==> src/qdr_pkg.sv <==
package qdr_pkg;

	////////////////////////////////////////////////////////////////////////////
	// RAM side geometry
	////////////////////////////////////////////////////////////////////////////

	// Bits per data beat on the QDR data buses
	localparam int RAM_WIDTH = 36;

	// Address width, shared by the read and write ports
	localparam int ADDR_BITS = 18;

	// Burst length 4, so one burst per controller cycle
	localparam int BURST_BEATS = 4;

	// One write port slot and one read port slot per cycle
	localparam int ADDR_SLOTS = 2;

	// User side word carries a whole burst
	localparam int CTRL_WIDTH = RAM_WIDTH * BURST_BEATS;

	////////////////////////////////////////////////////////////////////////////
	// Read tracking
	////////////////////////////////////////////////////////////////////////////

	// Most reads that may be outstanding at once
	localparam int RD_TRACK_DEPTH = 8;

	// Age in controller cycles at which a read counts as lost
	localparam int RD_TIMEOUT_CYCLES = 16;

	// Queue pointer and occupancy widths
	localparam int TRK_PTR_BITS = $clog2(RD_TRACK_DEPTH);
	localparam int TRK_CNT_BITS = TRK_PTR_BITS + 1;

	// Stamp wide enough to count up to the timeout without wrapping
	localparam int TRK_STAMP_BITS = $clog2(RD_TIMEOUT_CYCLES) + 1;

	// Tracker state, FAULT holds until reset
	typedef enum logic [1:0] {
		TRK_IDLE,
		TRK_BUSY,
		TRK_FAULT
	} trk_state_t;

endpackage

==> src/qdr_rd_if.sv <==
`timescale 1ns/100ps

// Read bookkeeping between the command phaser, read tracker and read capture
interface qdr_rd_if;

	// One cycle pulse, read select placed on the lanes
	logic rd_issue;

	// One cycle pulse, a full 4-beat read burst was assembled
	logic burst_done;

	// Sticky error levels from the tracker
	// Completion with nothing outstanding, or issue into a full queue
	logic rd_overrun;
	// Oldest read unanswered for too long
	logic rd_timeout;

	// Command side only announces reads
	modport phaser (
		output rd_issue
	);

	// Tracker sees both ends of every read
	modport tracker (
		input  rd_issue,
		input  burst_done,
		output rd_overrun,
		output rd_timeout
	);

	// Capture side reports finished bursts
	modport capture (
		output burst_done
	);

endinterface

==> src/qdr_cmd_phaser.sv <==
`timescale 1ns/100ps

module qdr_cmd_phaser import qdr_pkg::*; (
	input  logic                                  clk_ctl,
	input  logic                                  serdes_rst,

	// User request side
	input  logic                                  rd_en,
	input  logic [ADDR_BITS-1:0]                  rd_addr,
	input  logic                                  wr_en,
	input  logic [ADDR_BITS-1:0]                  wr_addr,
	input  logic [CTRL_WIDTH-1:0]                 wr_data,

	// RAM lanes, one entry per phase of the controller cycle
	output logic [ADDR_SLOTS-1:0][ADDR_BITS-1:0]  qdr_a_lanes,
	output logic                                  qdr_wps_n,
	output logic                                  qdr_rps_n,
	output logic [BURST_BEATS-1:0]                qdr_bws_n_lanes,
	output logic [BURST_BEATS-1:0][RAM_WIDTH-1:0] qdr_d_lanes,

	qdr_rd_if.phaser                              rd
);

	// Previous cycle write word and enable
	logic [CTRL_WIDTH-1:0] wr_data_ff;
	logic                  wr_en_ff;

	// Pick word k out of a user word
	function automatic logic [RAM_WIDTH-1:0] word_of(input logic [CTRL_WIDTH-1:0] data,
		input int k);
		return data[k*RAM_WIDTH +: RAM_WIDTH];
	endfunction

	////////////////////////////////////////////////////////////////////////////
	// Payload lanes
	////////////////////////////////////////////////////////////////////////////

	always_ff @(posedge clk_ctl) begin
		wr_data_ff <= wr_data;

		// Address bus alternates, write port first then read port
		qdr_a_lanes[0] <= wr_addr;
		qdr_a_lanes[1] <= rd_addr;

		// First half of the data lags one cycle behind the write command
		// Beats go out odd word first to match the write clock phasing
		qdr_d_lanes[0] <= word_of(wr_data_ff, 1);
		qdr_d_lanes[1] <= word_of(wr_data_ff, 0);

		// Second half comes from the current word
		qdr_d_lanes[2] <= word_of(wr_data, 3);
		qdr_d_lanes[3] <= word_of(wr_data, 2);
	end

	////////////////////////////////////////////////////////////////////////////
	// Selects and byte writes
	////////////////////////////////////////////////////////////////////////////

	always_ff @(posedge clk_ctl) begin
		if (serdes_rst) begin
			wr_en_ff        <= 1'b0;
			qdr_wps_n       <= 1'b1;
			qdr_rps_n       <= 1'b1;
			qdr_bws_n_lanes <= '1;
			rd.rd_issue     <= 1'b0;
		end else begin
			wr_en_ff  <= wr_en;
			qdr_wps_n <= !wr_en;
			qdr_rps_n <= !rd_en;

			// No byte masking, every lane enabled while its half burst is written
			// Upper slots follow this write, lower slots the one before
			qdr_bws_n_lanes <= {{(BURST_BEATS/2){!wr_en}}, {(BURST_BEATS/2){!wr_en_ff}}};

			// Tracker sees the read in the cycle rps_n drops
			rd.rd_issue <= rd_en;
		end
	end

endmodule

==> src/qdr_ctl_top.sv <==
`timescale 1ns/100ps

module qdr_ctl_top import qdr_pkg::*; (
	input  logic                                  clk_ctl,
	input  logic                                  serdes_rst,

	// User read port
	input  logic                                  rd_en,
	input  logic [ADDR_BITS-1:0]                  rd_addr,
	output logic                                  rd_valid,
	output logic [CTRL_WIDTH-1:0]                 rd_data,
	output logic                                  rd_err,
	output logic                                  rd_timeout,

	// User write port
	input  logic                                  wr_en,
	input  logic [ADDR_BITS-1:0]                  wr_addr,
	input  logic [CTRL_WIDTH-1:0]                 wr_data,

	// RAM side lanes toward the serializers
	output logic [ADDR_SLOTS-1:0][ADDR_BITS-1:0]  qdr_a_lanes,
	output logic                                  qdr_wps_n,
	output logic                                  qdr_rps_n,
	output logic [BURST_BEATS-1:0]                qdr_bws_n_lanes,
	output logic [BURST_BEATS-1:0][RAM_WIDTH-1:0] qdr_d_lanes,

	// RAM side lanes from the deserializers
	input  logic [BURST_BEATS-1:0][RAM_WIDTH-1:0] qdr_q_lanes,
	input  logic [BURST_BEATS-1:0]                qdr_qvld_lanes
);

	qdr_rd_if u_rd_if ();

	// Command and write data phasing
	qdr_cmd_phaser u_phaser (
		.clk_ctl         (clk_ctl),
		.serdes_rst      (serdes_rst),
		.rd_en           (rd_en),
		.rd_addr         (rd_addr),
		.wr_en           (wr_en),
		.wr_addr         (wr_addr),
		.wr_data         (wr_data),
		.qdr_a_lanes     (qdr_a_lanes),
		.qdr_wps_n       (qdr_wps_n),
		.qdr_rps_n       (qdr_rps_n),
		.qdr_bws_n_lanes (qdr_bws_n_lanes),
		.qdr_d_lanes     (qdr_d_lanes),
		.rd              (u_rd_if.phaser)
	);

	// Reads in flight
	qdr_rd_tracker u_tracker (
		.clk_ctl    (clk_ctl),
		.serdes_rst (serdes_rst),
		.rd         (u_rd_if.tracker)
	);

	// Read burst assembly
	qdr_rd_capture u_capture (
		.clk_ctl        (clk_ctl),
		.serdes_rst     (serdes_rst),
		.qdr_q_lanes    (qdr_q_lanes),
		.qdr_qvld_lanes (qdr_qvld_lanes),
		.rd_valid       (rd_valid),
		.rd_data        (rd_data),
		.rd             (u_rd_if.capture)
	);

	// Sticky error levels straight from the tracker
	assign rd_err     = u_rd_if.rd_overrun;
	assign rd_timeout = u_rd_if.rd_timeout;

endmodule

==> src/qdr_rd_capture.sv <==
`timescale 1ns/100ps

module qdr_rd_capture import qdr_pkg::*; (
	input  logic                                  clk_ctl,
	input  logic                                  serdes_rst,

	// Deserialized read data, slot 0 is the earliest phase
	input  logic [BURST_BEATS-1:0][RAM_WIDTH-1:0] qdr_q_lanes,
	input  logic [BURST_BEATS-1:0]                qdr_qvld_lanes,

	// Assembled user word, beat k as word k
	output logic                                  rd_valid,
	output logic [CTRL_WIDTH-1:0]                 rd_data,

	qdr_rd_if.capture                             rd
);

	// Partial burst carried across cycles
	logic [BURST_BEATS-1:0][RAM_WIDTH-1:0] hold_q;
	logic [BURST_BEATS-1:0][RAM_WIDTH-1:0] hold_nxt;
	logic [BURST_BEATS-1:0][RAM_WIDTH-1:0] done_word;
	logic [1:0]                            beat_cnt;
	logic [1:0]                            beat_nxt;
	logic                                  done;

	////////////////////////////////////////////////////////////////////////////
	// Beat steering
	////////////////////////////////////////////////////////////////////////////

	// Walk the slots in time order, each valid beat lands at the running count
	// At most four beats per cycle, so at most one burst closes per cycle
	always_comb begin
		hold_nxt  = hold_q;
		beat_nxt  = beat_cnt;
		done      = 1'b0;
		done_word = hold_q;
		for (int i = 0; i < BURST_BEATS; i++) begin
			if (qdr_qvld_lanes[i]) begin
				hold_nxt[beat_nxt] = qdr_q_lanes[i];
				// Fourth beat closes the word
				if (beat_nxt == 2'd3) begin
					done      = 1'b1;
					done_word = hold_nxt;
				end
				beat_nxt = beat_nxt + 2'd1;
			end
		end
	end

	////////////////////////////////////////////////////////////////////////////
	// Registers
	////////////////////////////////////////////////////////////////////////////

	// Beats after a closed word start the next one in the same cycle
	always_ff @(posedge clk_ctl) begin
		hold_q <= hold_nxt;
		if (done)
			rd_data <= done_word;
	end

	always_ff @(posedge clk_ctl) begin
		if (serdes_rst) begin
			beat_cnt <= 2'd0;
			rd_valid <= 1'b0;
		end else begin
			beat_cnt <= beat_nxt;
			rd_valid <= done;
		end
	end

	// Tracker retires the oldest read as the word goes out
	assign rd.burst_done = rd_valid;

endmodule

==> src/qdr_rd_tracker.sv <==
`timescale 1ns/100ps

module qdr_rd_tracker import qdr_pkg::*; (
	input logic         clk_ctl,
	input logic         serdes_rst,
	qdr_rd_if.tracker   rd
);

	// Issue stamps of outstanding reads, oldest at rd_ptr
	logic [TRK_STAMP_BITS-1:0] stamp_q [RD_TRACK_DEPTH];
	logic [TRK_STAMP_BITS-1:0] cycle_cnt;
	logic [TRK_STAMP_BITS-1:0] oldest_age;
	logic [TRK_PTR_BITS-1:0]   wr_ptr;
	logic [TRK_PTR_BITS-1:0]   rd_ptr;
	logic [TRK_CNT_BITS-1:0]   count;
	logic [TRK_CNT_BITS-1:0]   count_nxt;
	trk_state_t                state;
	logic                      q_empty;
	logic                      q_full;
	logic                      do_push;
	logic                      do_pop;
	logic                      push_err;
	logic                      pop_err;
	logic                      age_err;

	assign q_empty = (count == '0);
	assign q_full  = (count == TRK_CNT_BITS'(RD_TRACK_DEPTH));

	// A pop in the same cycle frees a slot for a push into a full queue
	assign do_pop   = rd.burst_done && !q_empty;
	assign do_push  = rd.rd_issue && (!q_full || do_pop);
	assign pop_err  = rd.burst_done && q_empty;
	assign push_err = rd.rd_issue && q_full && !do_pop;

	assign count_nxt = count + TRK_CNT_BITS'(do_push) - TRK_CNT_BITS'(do_pop);

	// Modulo age of the oldest read, valid while the queue holds anything
	assign oldest_age = cycle_cnt - stamp_q[rd_ptr];
	assign age_err    = (state != TRK_IDLE) && !q_empty &&
		(oldest_age >= TRK_STAMP_BITS'(RD_TIMEOUT_CYCLES));

	always_ff @(posedge clk_ctl) begin
		if (do_push)
			stamp_q[wr_ptr] <= cycle_cnt;
	end

	always_ff @(posedge clk_ctl) begin
		if (serdes_rst) begin
			cycle_cnt     <= '0;
			wr_ptr        <= '0;
			rd_ptr        <= '0;
			count         <= '0;
			state         <= TRK_IDLE;
			rd.rd_overrun <= 1'b0;
			rd.rd_timeout <= 1'b0;
		end else begin
			cycle_cnt <= cycle_cnt + 1'b1;
			if (do_push)
				wr_ptr <= wr_ptr + 1'b1;
			if (do_pop)
				rd_ptr <= rd_ptr + 1'b1;
			count <= count_nxt;

			// Error levels only ever rise
			rd.rd_overrun <= rd.rd_overrun | push_err | pop_err;
			rd.rd_timeout <= rd.rd_timeout | age_err;

			if (push_err || pop_err || age_err)
				state <= TRK_FAULT;
			else if (state != TRK_FAULT)
				state <= (count_nxt != '0) ? TRK_BUSY : TRK_IDLE;
		end
	end

endmodule

==> config.mk <==
export PLATFORM = sky130hd
export DESIGN_NAME = qdr_ctl_top
export DESIGN_NICKNAME = d
export VERILOG_FILES = /design/src/qdr_pkg.sv /design/src/qdr_rd_if.sv /design/src/qdr_cmd_phaser.sv /design/src/qdr_ctl_top.sv /design/src/qdr_rd_capture.sv /design/src/qdr_rd_tracker.sv
export SDC_FILE = /design/constraint.sdc
export NUM_CORES = 1
export LEC_CHECK = 0
export BUFFER_PORTS_ARGS = -buffer_cell sky130_fd_sc_hd__buf_2
export CAP_MARGIN = 20
export CORE_AREA = 2 2 257 259
export DETAILED_ROUTE_END_ITERATION = 10
export DIE_AREA = 0 0 259 261
export PLACE_DENSITY = 0.8
export SLEW_MARGIN = 20
export SYNTH_ARGS = -nofsm -noshare
export SYNTH_HDL_FRONTEND = slang
export SYNTH_SLANG_ARGS = --single-unit
==> constraint.sdc <==
create_clock -name clk_ctl -period 10.12 [get_ports clk_ctl]
set_input_delay 2.024 -clock clk_ctl [delete_from_list [all_inputs] [get_ports clk_ctl]]
set_output_delay 2.024 -clock clk_ctl [all_outputs]
set_load 0.02 [all_outputs]
==> metrics.cfg <==
[layout]
finalNonFillerCells=4333
multi_input_area_um2=15200
final_cell_mix=664 x buf_2, 426 x dfxtp_1, 402 x mux2i_1
nNetsFinal=3759
areaGrowthSynthToFinish_pct=20.3
fill_cells=5531
final_util_pct=55.9
drive_above_1_share_pct=32.7
final_common_cell=buf_2
seq_area_um2=14100

[yosys]
synth_top_flop_cell=dfxtp_1
synthesis.area_um2=30200
yosys_warnings=0
synth_fp_nets=3237
synthArstFlopShare_pct=0
synth_edf_count=184
synth_area_per_cell_um2=10.5
synth.top_cell.area_share_pct=28.2
yosys.cell_types.count=39
ys_top_cells_by_area=dfxtp_1 28%, edfxtp_1 18%, mux2i_1 13%
synth-seq-cells=610
ys_seq_area_share_pct=46.5
synth_top_area_cell=dfxtp_1
synthCells=2874

[sta]
max_clock_freq_mhz=171
period_needed_ps=5860
finalMaxSlewViolations=0
rsz0062_at_grt=no
tns_ps=0
tightest_slew_ps=1210
final_hold_viol_count=0
slew_headroom_pct=19.3
finalCritPeriodShare_pct=57.9
skew_ps=32.3
setup_viol=0
holdWs_ps=324

[placement]
dp_cells=4190
port_buffers=664
dp_hpwl_mm=71.7
gp_congestion=0.975

[setup_path]
path_class=in2reg
path_max_fanout=142
cp_top_family=simple AND/OR/NAND/NOR gates
crit_path_top_delay_cell=nand2_4
crit_required_ps=10200
max_stage_delay_ps=540
endpoint_kind=register
critPathArrivalTime_ps=5950
critPathLaunch=qdr_qvld_lanes[0]
path_buf_inv=4
start_kind=input port
critical_path.cell_chain=buf_2, mux2_4, ha_1, mux2i_2, inv_1, ha_1, a21oi_2, inv_1, ha_2, nand2_4, nand4b_1, buf_12
rr_startpoint=u_capture.beat_cnt[0]

[global_routing]
grt_max_degree=143
track_usage_pct=31.3
antenna_found_initial=35
grt_pass1_wl_mm=160
grt_overflow=0
grt_pass1_vias=25400

[cts]
htreeDepth=3
cts_buffer_depth=3
cts_hold_buf=0
cts_root_buf=clkbuf_16
cts_resized=0
cts_buffers=68
worstSkewPairLatency_ps=620
cts.sinks=610
clk_pin_slew_ps=60
cts_setup_buffers=0
cts_tree=done

[floorplan]
die_h_um=261
initial_core_util_pct=46.4
rows=94
core_um2=65000
ios=665
die_x_um=259
die-area_um2=67600

[drt]
wl_met3_mm=12.2
post-route-drc-count=0
wl_per_cell_um=25.6
drtAntennaViolNets=0
viasPerCell=6.12
via_count=26500
top_layer=met5
first_iter_violations=3264
wl_met1_mm=41.5
drt_first_pass_iters=9
postRouteWirelength_mm=111
wl_met2_mm=50.7

[outcome]
status=complete, no violations

[worst_hold_path]
hold_start=u_phaser.wr_data_ff[17]
hold_path.class=reg2reg

[power_and_ir_drop]
vdd_drop_max_mv=0.310
p_leak_nw=15.1
power_density_nw_per_um2=341

[flow_run]
maxCapViolations=0

==> synthesized netlist by cell type (all sizes together) (2+ instances only) <==
cell type and n:
o21a 4, mux2 291, and2 115, and3 39
o22ai 2, ha 30, nor2 28, nand3 5
buf 61, nor3 3, o211ai 216, mux2i 403
xor2 7, a211oi 144, clkbuf 185, nor2b 3
xnor2 7, nand2 273, a21oi 149, o21ai 252
mux4 9, dfxtp 426, edfxtp 184, nand2b 9
inv 20
==> cells by family (layout without fill, tap and decap cells) <==
family / after synthesis / in the layout / synth area share [%]
simple gates: 478 / 478 / 7.43
buf+inv: 266 / 841 / 3.46
fa+ha+maj: 31 / 31 / 1.31
mux: 703 / 703 / 25.0
compound gates: 772 / 772 / 15.9
xor+xnor: 14 / 14 / 0.406
other cells: 0 / 20 / 0
flops: 610 / 610 / 46.5
==> routing by layer <==
layer / global-route usage [%] / vias up
li1: - / 11700
met1: 38.8 / 12600
met2: 49.5 / 1778
met3: 7.35 / 372
met4: 19.5 / 16
met5: 0 / -
==> registers in the layout, indices dropped and copies added, names as in the netlist, 4 cells and up, named ones only <==
name and flops:
u_tracker.cycle_cnt 5, u_tracker.stamp_q 40, u_phaser.wr_data_ff 72, u_phaser.qdr_a_lanes 36, u_capture.hold_q 144, u_tracker.count 4, u_capture.rd_data 144, u_phaser.qdr_d_lanes 144
==> through the flow <==
stage | worst slack, ps | instance area (um^2) | total power, mW
finish | 4260 | 36300 | 12.4
global route | 4290 | 36300 | 13.0
CTS | 4610 | 36300 | 12.3
detailed placement | 4010 | 34000 | 9.71
global placement | 4120 | 34000 | 9.57
floorplan | 31.6 | 30200 | 8.12
==> final timing paths <==
path | to | slack, ps | depth (start not counted)
max | u_capture.rd_data[68] | 4260 | 12
min | u_phaser.qdr_d_lanes[53] | 320 | 0
min reg2reg | u_phaser.qdr_d_lanes[53] | 320 | 0
max reg2reg | u_capture.rd_data[68] | 5160 | 13
==> power by group <==
part	switching (mW)	internal [mW]
clock network	1.04	1.50
logic	3.60	2.43
registers	0.329	3.50
==> area by class of cell <==
type                    count  share of cell area (%)
diodes                     20                   0.138
clock buffers              96                    5.35
clock inverters            27                   0.888
inverters                  20                   0.207
multi-input cells        1998                    41.8
flip-flops and latches    610                    38.7
well taps                 864                    2.98
repair buffers            698                    9.95
No activity file was read; power rests on OpenSTA's default activity.
